===== src/aexm_defs.svh =====
/* AEXM core constants
   Datapath width, register count and reset vector */
`ifndef AEXM_DEFS_SVH
`define AEXM_DEFS_SVH

// Data and address width
`define AEXM_DW 32

// Register count including the hardwired r0
`define AEXM_NREG 32

// First fetch address once reset is released
`define AEXM_RESET_PC 32'h0000_0000

`endif


===== src/aexmCtrlPkg.sv =====
/* AEXM datapath control types
   Mux selects that the decoder hands to execute and writeback */
package aexmCtrlPkg;

  // ALU function in X
  typedef enum logic [2:0] {
    AluAdd  = 3'd0,
    AluRsub = 3'd1,  // B - A
    AluAnd  = 3'd2,
    AluOr   = 3'd3,
    AluXor  = 3'd4,
    AluPass = 3'd5   // Forwarded A straight through
  } aluOpE;

  // Operand B source
  typedef enum logic [1:0] {
    SrcReg = 2'd0,
    SrcImm = 2'd1
  } srcSelE;

  // Writeback source in W
  typedef enum logic [1:0] {
    DstAlu  = 2'd0,
    DstLoad = 2'd1,
    DstNone = 2'd2
  } dstSelE;

endpackage


===== src/aexmIsaPkg.sv =====
/* AEXM instruction set types
   Major opcodes, branch conditions and instruction field types */
package aexmIsaPkg;

  // Major opcode, instruction bits 31:26
  typedef enum logic [5:0] {
    OpcAdd   = 6'h00,  // rD = rA + rB
    OpcRsub  = 6'h01,  // rD = rB - rA
    OpcAddi  = 6'h08,
    OpcRsubi = 6'h09,
    OpcOr    = 6'h20,
    OpcAnd   = 6'h21,
    OpcXor   = 6'h22,
    OpcOri   = 6'h28,
    OpcAndi  = 6'h29,
    OpcXori  = 6'h2A,
    OpcBri   = 6'h2E,  // PC relative, always taken
    OpcBcci  = 6'h2F,  // Test on rA, condition in rD field
    OpcLw    = 6'h32,
    OpcSw    = 6'h36,
    OpcLwi   = 6'h3A,
    OpcSwi   = 6'h3E
  } opcodeE;

  // Branch condition, low bits of the rD field
  typedef enum logic [2:0] {
    CondEq = 3'd0,  // rA == 0
    CondNe = 3'd1   // rA != 0
  } branchCondE;

  typedef logic [4:0]  regIdxT;  // Register index field
  typedef logic [15:0] immT;     // Raw immediate field

endpackage


===== src/aexmBpcu.sv =====
/* AEXM branch and PC unit
   Fetch PC, X-stage branch resolution and two-slot squash */
`timescale 1ns/1ps
`include "aexm_defs.svh"

module aexmBpcu
  import aexmIsaPkg::*;
(
  input  logic                sysClk_i,
  input  logic                rstN_i,
  input  logic                cpuEnable_i,
  input  logic                isBranch_i,
  input  opcodeE              opc_i,
  input  regIdxT              rd_i,         // Condition field
  input  logic [`AEXM_DW-1:0] opA_i,        // Forwarded rA
  input  logic [`AEXM_DW-1:0] simm_i,
  output logic [`AEXM_DW-1:0] fetchAddr_o,
  output logic                squash_o
);

  localparam logic [`AEXM_DW-1:0] InsnBytes = 4;

  logic [`AEXM_DW-1:0] rPc;   // F
  logic [`AEXM_DW-1:0] rPcD;  // PC of word in D
  logic [`AEXM_DW-1:0] rPcX;  // PC of instruction in X
  logic                rSquash;
  logic                condMet;
  logic                taken;

  always_comb begin
    case (branchCondE'(rd_i[2:0]))
      CondEq:  condMet = (opA_i == '0);
      CondNe:  condMet = (opA_i != '0);
      default: condMet = 1'b0;
    endcase
  end

  assign taken = isBranch_i && ((opc_i == OpcBri) || (opc_i == OpcBcci && condMet));

  // Kills D now and F next slot, also the stale word seen just after reset
  assign squash_o = taken | rSquash;

  always_ff @(posedge sysClk_i or negedge rstN_i) begin
    if (!rstN_i) begin
      rPc     <= `AEXM_RESET_PC;
      rPcD    <= `AEXM_RESET_PC;
      rPcX    <= `AEXM_RESET_PC;
      rSquash <= 1'b1;
    end else if (cpuEnable_i) begin
      rPc     <= taken ? rPcX + simm_i : rPc + InsnBytes;  // Redirect or step
      rPcD    <= rPc;
      rPcX    <= rPcD;
      rSquash <= taken;
    end
  end

  assign fetchAddr_o = rPc;

endmodule


===== src/aexmCore.sv =====
/* AEXM core top level
   Four-stage integer pipeline on instruction and data cache precycle ports */
`timescale 1ns/1ps
`include "aexm_defs.svh"

module aexmCore
  import aexmIsaPkg::*;
  import aexmCtrlPkg::*;
(
  input  logic                sysClk_i,
  input  logic                rstN_i,
  output logic [`AEXM_DW-1:0] icachePrecycleAddr_o,
  output logic                icachePrecycleEnable_o,
  input  logic [`AEXM_DW-1:0] icacheDatai_i,
  input  logic                icacheCacheBusy_i,
  output logic [`AEXM_DW-1:0] dcachePrecycleAddr_o,
  output logic                dcachePrecycleEnable_o,
  output logic                dcachePrecycleWe_o,
  output logic [`AEXM_DW-1:0] dcacheDatao_o,
  input  logic [`AEXM_DW-1:0] dcacheDatai_i,
  input  logic                dcacheCacheBusy_i
);

  logic                cpuEnable, memOp, isBranch, squash;
  opcodeE              opc;
  regIdxT              rd, ra, rb, dRa, dRb, wrReg;
  aluOpE               aluOp;
  srcSelE              srcSel;
  dstSelE              dstSel;
  logic [`AEXM_DW-1:0] simm, regA, regB, regD, wbValue, xResult, rResult;

  aexmEnable u_aexmEnable (
    .sysClk_i(sysClk_i), .rstN_i(rstN_i),
    .icacheBusy_i(icacheCacheBusy_i), .dcacheBusy_i(dcacheCacheBusy_i),
    .memOp_i(memOp), .cpuEnable_o(cpuEnable),
    .icacheEnable_o(icachePrecycleEnable_o), .dcacheEnable_o(dcachePrecycleEnable_o)
  );

  aexmIbuf u_aexmIbuf (
    .sysClk_i(sysClk_i), .rstN_i(rstN_i), .cpuEnable_i(cpuEnable),
    .squash_i(squash), .icacheData_i(icacheDatai_i),
    .opc_o(opc), .rd_o(rd), .ra_o(ra), .rb_o(rb), .simm_o(simm),
    .dRa_o(dRa), .dRb_o(dRb)
  );

  aexmCtrl u_aexmCtrl (
    .sysClk_i(sysClk_i), .rstN_i(rstN_i), .cpuEnable_i(cpuEnable),
    .squash_i(squash), .opc_i(opc), .rd_i(rd),
    .aluOp_o(aluOp), .srcSel_o(srcSel), .dstSel_o(dstSel), .wrReg_o(wrReg),
    .memOp_o(memOp), .storeOp_o(dcachePrecycleWe_o), .isBranch_o(isBranch)
  );

  aexmRegf u_aexmRegf (
    .sysClk_i(sysClk_i), .rstN_i(rstN_i), .cpuEnable_i(cpuEnable),
    .dRa_i(dRa), .dRb_i(dRb), .rd_i(rd), .wrReg_i(wrReg), .dstSel_i(dstSel),
    .result_i(rResult), .loadData_i(dcacheDatai_i),
    .regA_o(regA), .regB_o(regB), .regD_o(regD), .wbValue_o(wbValue)
  );

  aexmXecu u_aexmXecu (
    .sysClk_i(sysClk_i), .rstN_i(rstN_i), .cpuEnable_i(cpuEnable),
    .aluOp_i(aluOp), .srcSel_i(srcSel), .ra_i(ra), .rb_i(rb), .rd_i(rd),
    .simm_i(simm), .regA_i(regA), .regB_i(regB), .regD_i(regD),
    .wrReg_i(wrReg), .wbValue_i(wbValue),
    .result_o(xResult), .rResult_o(rResult),
    .dataAddr_o(dcachePrecycleAddr_o), .storeData_o(dcacheDatao_o)
  );

  // Branch test value comes through the ALU pass path
  aexmBpcu u_aexmBpcu (
    .sysClk_i(sysClk_i), .rstN_i(rstN_i), .cpuEnable_i(cpuEnable),
    .isBranch_i(isBranch), .opc_i(opc), .rd_i(rd), .opA_i(xResult),
    .simm_i(simm), .fetchAddr_o(icachePrecycleAddr_o), .squash_o(squash)
  );

endmodule


===== src/aexmCtrl.sv =====
/* AEXM decoder
   X-stage mux selects and memory flags, W-stage destination pipeline */
`timescale 1ns/1ps

module aexmCtrl
  import aexmIsaPkg::*;
  import aexmCtrlPkg::*;
(
  input  logic   sysClk_i,
  input  logic   rstN_i,
  input  logic   cpuEnable_i,
  input  logic   squash_i,
  input  opcodeE opc_i,
  input  regIdxT rd_i,
  output aluOpE  aluOp_o,
  output srcSelE srcSel_o,
  output dstSelE dstSel_o,     // W stage
  output regIdxT wrReg_o,      // W stage, zero when nothing is written
  output logic   memOp_o,
  output logic   storeOp_o,    // Goes out as the data write enable
  output logic   isBranch_o
);

  dstSelE xDst;  // Writeback source of the X instruction
  dstSelE rDst;
  regIdxT rWrReg;

  always_comb begin
    aluOp_o    = AluPass;  // Unsupported opcodes fall through as nops
    srcSel_o   = SrcReg;
    xDst       = DstNone;
    memOp_o    = 1'b0;
    storeOp_o  = 1'b0;
    isBranch_o = 1'b0;
    case (opc_i)
      OpcAdd:   begin aluOp_o = AluAdd;  xDst = DstAlu; end
      OpcRsub:  begin aluOp_o = AluRsub; xDst = DstAlu; end
      OpcAnd:   begin aluOp_o = AluAnd;  xDst = DstAlu; end
      OpcOr:    begin aluOp_o = AluOr;   xDst = DstAlu; end
      OpcXor:   begin aluOp_o = AluXor;  xDst = DstAlu; end
      OpcAddi:  begin aluOp_o = AluAdd;  srcSel_o = SrcImm; xDst = DstAlu; end
      OpcRsubi: begin aluOp_o = AluRsub; srcSel_o = SrcImm; xDst = DstAlu; end
      OpcAndi:  begin aluOp_o = AluAnd;  srcSel_o = SrcImm; xDst = DstAlu; end
      OpcOri:   begin aluOp_o = AluOr;   srcSel_o = SrcImm; xDst = DstAlu; end
      OpcXori:  begin aluOp_o = AluXor;  srcSel_o = SrcImm; xDst = DstAlu; end
      OpcLw:    begin aluOp_o = AluAdd;  memOp_o = 1'b1; xDst = DstLoad; end
      OpcLwi: begin
        aluOp_o  = AluAdd;
        srcSel_o = SrcImm;
        memOp_o  = 1'b1;
        xDst     = DstLoad;
      end
      OpcSw:    begin aluOp_o = AluAdd; memOp_o = 1'b1; storeOp_o = 1'b1; end
      OpcSwi: begin
        aluOp_o   = AluAdd;
        srcSel_o  = SrcImm;
        memOp_o   = 1'b1;
        storeOp_o = 1'b1;
      end
      OpcBri, OpcBcci: begin
        srcSel_o   = SrcImm;  // Pass keeps A on the result for the test
        isBranch_o = 1'b1;
      end
      default: ;
    endcase
  end

  // Destination into W, nothing written for squashed slots
  always_ff @(posedge sysClk_i or negedge rstN_i) begin
    if (!rstN_i) begin
      rDst   <= DstNone;
      rWrReg <= '0;
    end else if (cpuEnable_i) begin
      rDst   <= squash_i ? DstNone : xDst;
      rWrReg <= (squash_i || xDst == DstNone) ? '0 : rd_i;
    end
  end

  assign dstSel_o = rDst;
  assign wrReg_o  = rWrReg;

endmodule


===== src/aexmEnable.sv =====
/* AEXM stall unit
   Global pipeline enable from both cache busy lines, cache enable gating */
`timescale 1ns/1ps

module aexmEnable (
  input  logic sysClk_i,
  input  logic rstN_i,
  input  logic icacheBusy_i,
  input  logic dcacheBusy_i,
  input  logic memOp_i,         // Load or store sitting in X
  output logic cpuEnable_o,
  output logic icacheEnable_o,
  output logic dcacheEnable_o
);

  logic rRun;  // Low for the first cycle out of reset

  always_ff @(posedge sysClk_i or negedge rstN_i) begin
    if (!rstN_i) begin
      rRun <= 1'b0;
    end else begin
      rRun <= 1'b1;
    end
  end

  // Pipeline moves only when both caches can take the access
  assign cpuEnable_o = rRun & ~icacheBusy_i & ~dcacheBusy_i;

  // An access may only complete on an edge where the pipeline also moves,
  // otherwise returning data would overwrite the word a frozen stage holds
  assign icacheEnable_o = ~dcacheBusy_i;            // Fetch always wanted
  assign dcacheEnable_o = memOp_i & ~icacheBusy_i;  // Only for access in X

endmodule


===== src/aexmIbuf.sv =====
/* AEXM instruction buffer
   Latches the fetched word into X and splits it into fields */
`timescale 1ns/1ps
`include "aexm_defs.svh"

module aexmIbuf
  import aexmIsaPkg::*;
(
  input  logic                sysClk_i,
  input  logic                rstN_i,
  input  logic                cpuEnable_i,
  input  logic                squash_i,
  input  logic [`AEXM_DW-1:0] icacheData_i,
  output opcodeE              opc_o,
  output regIdxT              rd_o,
  output regIdxT              ra_o,
  output regIdxT              rb_o,
  output logic [`AEXM_DW-1:0] simm_o,
  output regIdxT              dRa_o,        // D-stage read index A
  output regIdxT              dRb_o         // D-stage read index B
);

  localparam logic [`AEXM_DW-1:0] NopWord = 32'h8000_0000;  // or r0, r0, r0

  logic [`AEXM_DW-1:0] rIreg;  // Instruction now in X
  immT                 imm;

  always_ff @(posedge sysClk_i or negedge rstN_i) begin
    if (!rstN_i) begin
      rIreg <= NopWord;
    end else if (cpuEnable_i) begin
      rIreg <= squash_i ? NopWord : icacheData_i;  // Killed slot becomes nop
    end
  end

  // X-stage fields
  assign opc_o = opcodeE'(rIreg[31:26]);
  assign rd_o  = rIreg[25:21];  // Also branch condition / store source
  assign ra_o  = rIreg[20:16];
  assign rb_o  = rIreg[15:11];
  assign imm   = rIreg[15:0];

  assign simm_o = {{(`AEXM_DW-16){imm[15]}}, imm};  // Sign extend

  // Straight off the cache so the register file can read on the same edge
  assign dRa_o = icacheData_i[20:16];
  assign dRb_o = icacheData_i[15:11];

endmodule


===== src/aexmRegf.sv =====
/* AEXM register file
   31 writable registers, r0 reads zero, synchronous D-stage reads */
`timescale 1ns/1ps
`include "aexm_defs.svh"

module aexmRegf
  import aexmIsaPkg::*;
  import aexmCtrlPkg::*;
(
  input  logic                sysClk_i,
  input  logic                rstN_i,
  input  logic                cpuEnable_i,
  input  regIdxT              dRa_i,
  input  regIdxT              dRb_i,
  input  regIdxT              rd_i,         // X-stage store source
  input  regIdxT              wrReg_i,
  input  dstSelE              dstSel_i,
  input  logic [`AEXM_DW-1:0] result_i,
  input  logic [`AEXM_DW-1:0] loadData_i,
  output logic [`AEXM_DW-1:0] regA_o,
  output logic [`AEXM_DW-1:0] regB_o,
  output logic [`AEXM_DW-1:0] regD_o,
  output logic [`AEXM_DW-1:0] wbValue_o
);

  logic [`AEXM_DW-1:0] rf [`AEXM_NREG];  // Entry 0 never written
  logic                wrEn;

  assign wbValue_o = (dstSel_i == DstLoad) ? loadData_i : result_i;
  assign wrEn      = cpuEnable_i && (dstSel_i != DstNone) && (wrReg_i != '0);

  always_ff @(posedge sysClk_i) begin
    if (wrEn) begin
      rf[wrReg_i] <= wbValue_o;
    end
  end

  // Read with write-through so a W two slots ahead is not missed
  always_ff @(posedge sysClk_i or negedge rstN_i) begin
    if (!rstN_i) begin
      regA_o <= '0;
      regB_o <= '0;
    end else if (cpuEnable_i) begin
      regA_o <= (dRa_i == '0) ? '0 :
                (wrEn && wrReg_i == dRa_i) ? wbValue_o : rf[dRa_i];
      regB_o <= (dRb_i == '0) ? '0 :
                (wrEn && wrReg_i == dRb_i) ? wbValue_o : rf[dRb_i];
    end
  end

  // Store data read in X, W value gets forwarded on top
  assign regD_o = (rd_i == '0) ? '0 : rf[rd_i];

endmodule


===== src/aexmXecu.sv =====
/* AEXM execute unit
   Operand forwarding from W, ALU, data address and result register */
`timescale 1ns/1ps
`include "aexm_defs.svh"

module aexmXecu
  import aexmIsaPkg::*;
  import aexmCtrlPkg::*;
(
  input  logic                sysClk_i,
  input  logic                rstN_i,
  input  logic                cpuEnable_i,
  input  aluOpE               aluOp_i,
  input  srcSelE              srcSel_i,
  input  regIdxT              ra_i,
  input  regIdxT              rb_i,
  input  regIdxT              rd_i,
  input  logic [`AEXM_DW-1:0] simm_i,
  input  logic [`AEXM_DW-1:0] regA_i,
  input  logic [`AEXM_DW-1:0] regB_i,
  input  logic [`AEXM_DW-1:0] regD_i,
  input  regIdxT              wrReg_i,      // W destination, zero if none
  input  logic [`AEXM_DW-1:0] wbValue_i,
  output logic [`AEXM_DW-1:0] result_o,
  output logic [`AEXM_DW-1:0] rResult_o,
  output logic [`AEXM_DW-1:0] dataAddr_o,
  output logic [`AEXM_DW-1:0] storeData_o
);

  logic                fwdA;
  logic                fwdB;
  logic                fwdD;
  logic [`AEXM_DW-1:0] opA;
  logic [`AEXM_DW-1:0] opB;

  // r0 never matches since wrReg is zero for non-writing slots
  assign fwdA = (ra_i == wrReg_i) && (wrReg_i != '0);
  assign fwdB = (rb_i == wrReg_i) && (wrReg_i != '0);
  assign fwdD = (rd_i == wrReg_i) && (wrReg_i != '0);

  assign opA = fwdA ? wbValue_i : regA_i;
  assign opB = (srcSel_i == SrcImm) ? simm_i :
               fwdB ? wbValue_i : regB_i;

  always_comb begin
    case (aluOp_i)
      AluAdd:  result_o = opA + opB;
      AluRsub: result_o = opB - opA;
      AluAnd:  result_o = opA & opB;
      AluOr:   result_o = opA | opB;
      AluXor:  result_o = opA ^ opB;
      default: result_o = opA;  // Pass, branch test value
    endcase
  end

  assign dataAddr_o  = opA + opB;               // rA + rB or rA + imm
  assign storeData_o = fwdD ? wbValue_i : regD_i;

  always_ff @(posedge sysClk_i or negedge rstN_i) begin
    if (!rstN_i) begin
      rResult_o <= '0;
    end else if (cpuEnable_i) begin
      rResult_o <= result_o;  // Into W
    end
  end

endmodule


===== config.mk =====
export PLATFORM = sky130hd
export DESIGN_NAME = aexmCore
export DESIGN_NICKNAME = d
export VERILOG_FILES = /design/src/aexmCtrlPkg.sv /design/src/aexmIsaPkg.sv /design/src/aexmBpcu.sv /design/src/aexmCore.sv /design/src/aexmCtrl.sv /design/src/aexmEnable.sv /design/src/aexmIbuf.sv /design/src/aexmRegf.sv /design/src/aexmXecu.sv
export VERILOG_INCLUDE_DIRS = /design/src
export SDC_FILE = /design/constraint.sdc
export NUM_CORES = 2
export LEC_CHECK = 0
export BUFFER_PORTS_ARGS = -buffer_cell sky130_fd_sc_hd__buf_4
export CORE_ASPECT_RATIO = 2
export CORE_MARGIN = 2
export CORE_UTILIZATION = 60
export DETAILED_ROUTE_END_ITERATION = 8
export PLACE_DENSITY = 0.77
export SYNTH_ARGS = -nofsm -noshare
export SYNTH_HDL_FRONTEND = slang
export SYNTH_SLANG_ARGS = --single-unit

===== constraint.sdc =====
create_clock -name sysClk_i -period 13.7 [get_ports sysClk_i]
set_clock_uncertainty 0.15 [all_clocks]
set_input_delay 2.74 -clock sysClk_i [delete_from_list [all_inputs] [get_ports sysClk_i]]
set_output_delay 2.74 -clock sysClk_i [all_outputs]
set_load 0.02 [all_outputs]

Yosys cells after proc, flatten, opt, wreduce, memory -nomap -nowiden
Memories as Yosys holds them, arrays and structs flattened.
Cells that the tools add are included.

storage, ports and cells
  register bits after elaboration = 233
  RAM bits = 1024
  memories = 1

memory list
  name           words  bits a word  rd ports  clocked after Yosys merged registers in  wr ports  line            source
  u_aexmRegf.rf  32     32           3         0                                        1         aexmRegf.sv:26  logic [`AEXM_DW-1:0] rf [`AEXM_NREG];

cells by class
  $add $sub $neg = 4
  equality and inequality tests = 29
  mux-type cells = 24
  bitwise gates (word level) = 9
  reduce and logical (&&, ||, !) cells = 31

operators with widths
  cell                   number
  $mux 32                12
  $pmux 32 s5            1
  $eq 6x6->1 const B     12
  $add 32x32->32         2
  $add 32x3->32 const B  1
  $and 32x32->32         1
  $logic_not 32->1       1
  $or 32x32->32          1
  $reduce_bool 32->1     1
  $sub 32x32->32         1
  $xor 32x32->32         1
  $eq 5x5->1             5
  $logic_not 5->1        3
  $pmux 3 s5             1
  $reduce_or 2->1        7
  $eq 6x4->1 const B     2
  $reduce_or 10->1       1
  $logic_and 1x1->1      9
  $reduce_or 9->1        1
  $eq 3x1->1 const B     2
  $eq 3x2->1 const B     2
  $eq 6x1->1 const B     1
  $logic_not 3->1        2
  $logic_not 6->1        1
  other kinds (17)       26

Depth between registers and ports, before layout
  word-level depth = 15
  depth in mapped cells = 30

By module
From an unflattened synthesis, not the netlist that was laid out.

unflattened totals
  cell total of the unflattened synthesis = 5175
  area total of the unflattened synthesis = 75550.0 sq um

by module, submodules not included
  module      instances  cells each  area an instance (sq um)  seq. area each (sq um)
  aexmRegf    1          3095        58588.7                   32351.0
  aexmXecu    1          1214        8493.1                    800.8
  aexmBpcu    1          655         6318.6                    2428.6
  aexmIbuf    1          169         1716.6                    802.0
  aexmCtrl    1          37          381.6                     176.4
  aexmEnable  1          5           51.3                      25.0

Least setup slack after synthesis
Ideal clock, no wire load.

  kind = input port to output port
  start point = in dcacheDatai_i[0]
  end point = out dcachePrecycleAddr_o[30]
  data arrival time = 5917 ps
  data required time = 10810 ps
  path slack = 4893 ps
  stages on the path = 12
  buffers on the path = 0
  cell sequence = mux2_2 mux2_2 ha_1 fa_1 a211oi_1 o21ai_1 nand3b_1 nand2_1 o22ai_1 o21ba_2 o31ai_1 xnor2_1

between the ends
  cells in the longest elaborated chain, start to end = 4
  elaborated cells on any way between the ends = 5
  classes of those cells = 1 x add/sub; 4 x mux

ends and longest elaborated chain
  element             line            source
  start: declaration  aexmCore.sv:20  input logic [`AEXM_DW-1:0] dcacheDatai_i,
  $mux 32 (*)         aexmRegf.sv:29  assign wbValue_o = (dstSel_i == DstLoad) ? loadData_i : result_i;
  $mux 32             aexmXecu.sv:43  fwdB ? wbValue_i : regB_i;
  $mux 32             aexmXecu.sv:42  assign opB = (srcSel_i == SrcImm) ? simm_i :
  $add 32x32->32 (*)  aexmXecu.sv:56  assign dataAddr_o = opA + opB;
  end: declaration    aexmCore.sv:16  output logic [`AEXM_DW-1:0] dcachePrecycleAddr_o,

Every way passes the cells marked *; elsewhere a longest branch is shown, timed or not.

Worst setup path in the final report
  start point = in dcacheDatai_i[10]
  end point = out dcachePrecycleAddr_o[31]

Same word-level chain as after synthesis.

==> results.md <==
- The flow ran to the end, and the final reports show no timing, DRC or antenna violations.
- The post-synthesis register bit count is 1257.
- The headroom to the max-slew limit is 8.97%.
- TritonCTS created 110 clock buffers.
- The clock transition at the registers of the reported paths is 0.06 ns.
- The cell count after placement is a little over 7000.
- The pin count of the biggest net entering global routing is 137.
- The switching component of the power is 4.51 mW.
- The number of max-slew violations in the final report is 0.
- For this run, the slowest stage of the critical path takes 0.65 ns.
- Clock latency on the worst-skew pair, taken at its later pin, is 0.78 ns.
- After clock tree synthesis, the flow added hold-fix buffers numbering 0.
- During I/O placement, the number of pins put on the boundary was 167.
- The final number of hold-violating endpoints is 0.
- The cell count after synthesis came out at roughly 5500.
- The pre-antenna-repair detailed-routing pass consisted of 8 iterations.
- The first global-routing pass estimated 374000 µm of wire.
- Internal power comes to 8.10 mW.
- In the final layout, the share of cells above drive strength 1 is 24.2%.
- For the worst setup path, the data required time is 10.81 ns.
- Per report_power, the combinational group accounts for roughly 34% of the total.
- For the pin with the worst max-slew slack, the measured transition is 1.36 ns.
- The path with the worst hold slack has its endpoint at u_aexmBpcu.rPcX[0]$_DFFE_PN0P_.
- Net switching is 35.8% of the power.
- The via count of the first global-routing pass is 55600.
- The number of setup buffers added after CTS is 0.
- Together, buffers and inverters on the worst path number 2.
- Among all cell types in the netlist, the one instantiated most often is edfxtp_1.
- In the final routed layout, each cell accounts on average for 36.2 µm.
- The most used flip-flop cell after synthesis is edfxtp_1.
- The type of the tightest min-delay check is flip-flop to flip-flop.
- For this configuration, the core starts out at a cell density of 60.5%.
- Gates resized during post-CTS repair numbered 0.
- The floorplan step defined a die boundary enclosing 127000 µm².
- The reported leakage power is 29.0 nW.
- The number of sinks handled by clock tree synthesis is 1257.
- The highest clock rate is 99.0 MHz.
- The worst setup slack for register-to-register paths is 4.36 ns.
- The clock period minus worst slack is 10.11 ns.
- In this run the worst path has a maximum fanout of 11.
- The first-iteration detailed-routing DRC count is 8480.
- The worst hold path stage count is 2.
- During synthesis, Yosys emitted a total of 0 warnings.
- The top cell type by area accounts for 41.3% of the synthesized area.
- The synthesized design contains just over 1000 enable-type register cells.
- The maximum clock insertion buffer count is 3.
- The CTS tree is built.
- The placed wire-length estimate is 160000 µm.
- STA classifies the critical path startpoint as a primary input.
- The finished layout holds 7251 standard cells, fillers aside.
- The fraction of registers with async set or reset after synthesis is about 19%.
- From synthesis to final layout, the design area changed by 9.45%.
- At the end of routability-driven placement, the weighted congestion stood at 1.05.
- The critical path's most frequent cell is buf_4.
- Each instance of the synthesized netlist takes up on average ~14 µm².
- The count of nets after finishing is approximately 5700.
- The capturing element type of the critical path is an output port.
- The biggest area contributor in the post-synthesis netlist is edfxtp_1.
- In the post-synthesis netlist, the biggest area contributors are edfxtp_1 41%, mux4_2 23%, dfrtp_1 7.7%.
- The detail route stage leaves a number of antenna-violating nets equal to 0.
- The cell type group with the largest total delay on the critical path is compound AO/OA/AOI/OAI gates.
- The clock network burns between 20% and 30% of the power.
- The sequential fraction of the synthesis area is between 40% and 50%.
- The sequential group share of total power is between 30 and 40%.
- The share of the clock period used by the worst path is 73.8%.
- Counting cells, the worst reg-to-reg path comes to 25.
- After detailed routing, the number of remaining DRC violations is 0.
- The buffer cell driving the clock tree root is clkbuf_16.
- The startpoint identified for the worst register-to-register timing path is u_aexmCtrl.wrReg_o[2]$_DFFE_PN0P_.
- The residual overflow from global routing is 0.
- After synthesis, the netlist uses 100 different library cells.
- In this run the power density over the cells is around 150 nW/µm².
- The endpoint of the worst-slack reg-to-reg timing path is u_aexmIbuf.rIreg[27]$_DFFE_PN0P_.
- During placement, the flow inserted port buffers numbering 166.
- Adding up every negative setup slack in the final design gives 0 ns.
- Across the run, the number of max-cap violations was 0.
- Ranked by instance count, the synthesized netlist is headed by 1024 x edfxtp_1, 768 x mux4_2, 659 x nand2_1, 345 x nor2_1, 340 x mux2i_1.
- The number of setup violations in the final report is 0.
- Traced cell by cell, the critical path runs through buf_4 -> mux2i_1 -> o21ai_0 -> ha_1 -> a21o_1 -> and3_1 -> o211ai_1 -> a22oi_1 -> a31oi_1 -> o31ai_1 -> a221oi_1 -> xnor2_1 -> buf_4.
- The routed layout has 55500 vias.
- The vertical die dimension is 502 µm.
- Global routing used 41.5% of the available tracks across all layers.
- Dividing the detail-routed via count by the number of cells gives 7.65.
- Measured along the x axis, the die boundary spans 253 µm.
- Setup repair after global routing left no endpoint under its margin.
- The floorplan step defined a core boundary enclosing 123000 µm².
- VDD sags by at most 0.116 mV.
- Summing every instance area after synthesis gives 74500 µm².
- At the worst endpoint, the arrival time is 7.22 ns.
- Counting the fill cells in the layout gives 8493.
- For this block, the routed nets add up to around 260000 µm of wire.
- The final core utilization is 66.2%.
- The slowest cell on the critical path is a221oi_1.
- The launch instance of the worst min-delay path is u_aexmBpcu.rPcD[0]$_DFFE_PN0P_.
- The count of H-tree levels built during CTS is 3.
- The critical path is of the primary input to output port type.
- The floorplan has 182 rows.
- The initial antenna violation count is 13.
-- cell families after synthesis --
family          synth area share, %
buf+inv                        3.04
compound gates                 9.26
simple gates                   7.07
other cells                  0.0101
mux                            28.2
flops                          49.1
xor+xnor                       1.07
fa+ha+maj                      2.23
-- state kept, by name, indices dropped and copies added (netlist names) --
signal / count
u_aexmRegf.rf: 1024
u_aexmCtrl.wrReg_o: 5
u_aexmCtrl.dstSel_o: 2
u_aexmBpcu.rPcX: 32
u_aexmBpcu.fetchAddr_o: 32
u_aexmRegf.regA_o: 32
u_aexmBpcu.rPcD: 32
u_aexmIbuf.rIreg: 32
u_aexmBpcu.rSquash: 1
u_aexmXecu.rResult_o: 32
u_aexmEnable.rRun: 1
u_aexmRegf.regB_o: 32
-- routing by layer --
layer  vias to the layer above  wire (µm)  track usage, %
met5                         -        137               0
met1                     27300      78300            47.3
met4                        18      27300            34.6
li1                      21800          -               -
met2                      4769     123000            65.2
met3                      1556      34200            11.5
-- cells in the final DEF (no fill, tap or decap), types with 13 or more instances in the layout --
cell and n:
o21ai_0 295, a21oi_1 256, a22oi_1 13, nor2b_1 20, nand2b_1 19, clkbuf_16 113
nor2_4 33, nor3_1 35, clkinv_1 19, o22ai_1 44, conb_1 33, mux2_2 27
mux4_2 768, nor2_1 310, and3_1 22, mux2i_1 339, a221oi_1 140, nand4_1 24
o21ai_1 34, o211ai_1 56, bufinv_16 23, ha_1 128, a31oi_1 22, xnor2_1 68
o31ai_1 14, a211oi_1 13, o21bai_1 21, nand3_1 39, a21o_1 29, edfxtp_1 1024
xor2_1 23, buf_4 269, clkinv_2 16, nor4_1 14, inv_1 141, o21a_1 17
nand2_1 658, dfrtp_1 225
-- power groups by stage --
stage / Clock, mW / Combinational, mW / Sequential, mW
4_1_cts: 3.50 / 4.11 / 4.87
2_1_floorplan: 0 / 2.68 / 4.84
6_report: 3.50 / 4.23 / 4.88
5_1_grt: 3.63 / 4.45 / 4.89
3_3_place_gp: 0 / 4.05 / 4.94
3_5_place_dp: 0 / 4.09 / 4.95
-- worst max-delay path by stage --
stage                                 start                                to  slack [ns]  cells past startpoint
final                     dcacheDatai_i[10]          dcachePrecycleAddr_o[31]        3.59                     13
after global routing      dcacheDatai_i[10]          dcachePrecycleAddr_o[31]        3.44                     15
after CTS                  dcacheDatai_i[0]          dcachePrecycleAddr_o[28]        3.69                     16
after detailed placement   dcacheDatai_i[0]  u_aexmIbuf.rIreg[27]$_DFFE_PN0P_        3.62                     22
after global placement     dcacheDatai_i[0]  u_aexmIbuf.rIreg[27]$_DFFE_PN0P_        3.72                     21
after floorplan            dcacheDatai_i[0]          dcachePrecycleAddr_o[30]        4.89                     12
-- cell type report --
type / instances / area [µm²] / share of cell area (%)
clock buffers: 126 / 2930 / 3.59
repair buffers: 281 / 2200 / 2.70
clock inverters: 81 / 1090 / 1.34
inverters: 144 / 541 / 0.663
flip-flops and latches: 1257 / 36600 / 44.9
multi-input cells: 3700 / 36100 / 44.3
diodes: 6 / 15.0 / 0.0184
well taps: 1656 / 2070 / 2.54
-- metrics by stage --
step	hold WS [ns]	total power, mW	worst slack [ns]	cell area [µm²]
2_1_floorplan	0.289	7.52	4.89	74600
3_3_place_gp	0.295	8.99	3.72	77500
3_5_place_dp	0.302	9.04	3.62	77500
4_1_cts	0.318	12.5	3.69	81500
5_1_grt	0.342	13.0	3.44	81500
6_report	0.315	12.6	3.59	81500
-- worst min-delay path: cells and delay by family (launching register included) --
family,cells,cell delay [ns]
simple gates,2,0.10
flops,1,0.34
No activity file was read; power rests on OpenSTA's default activity.
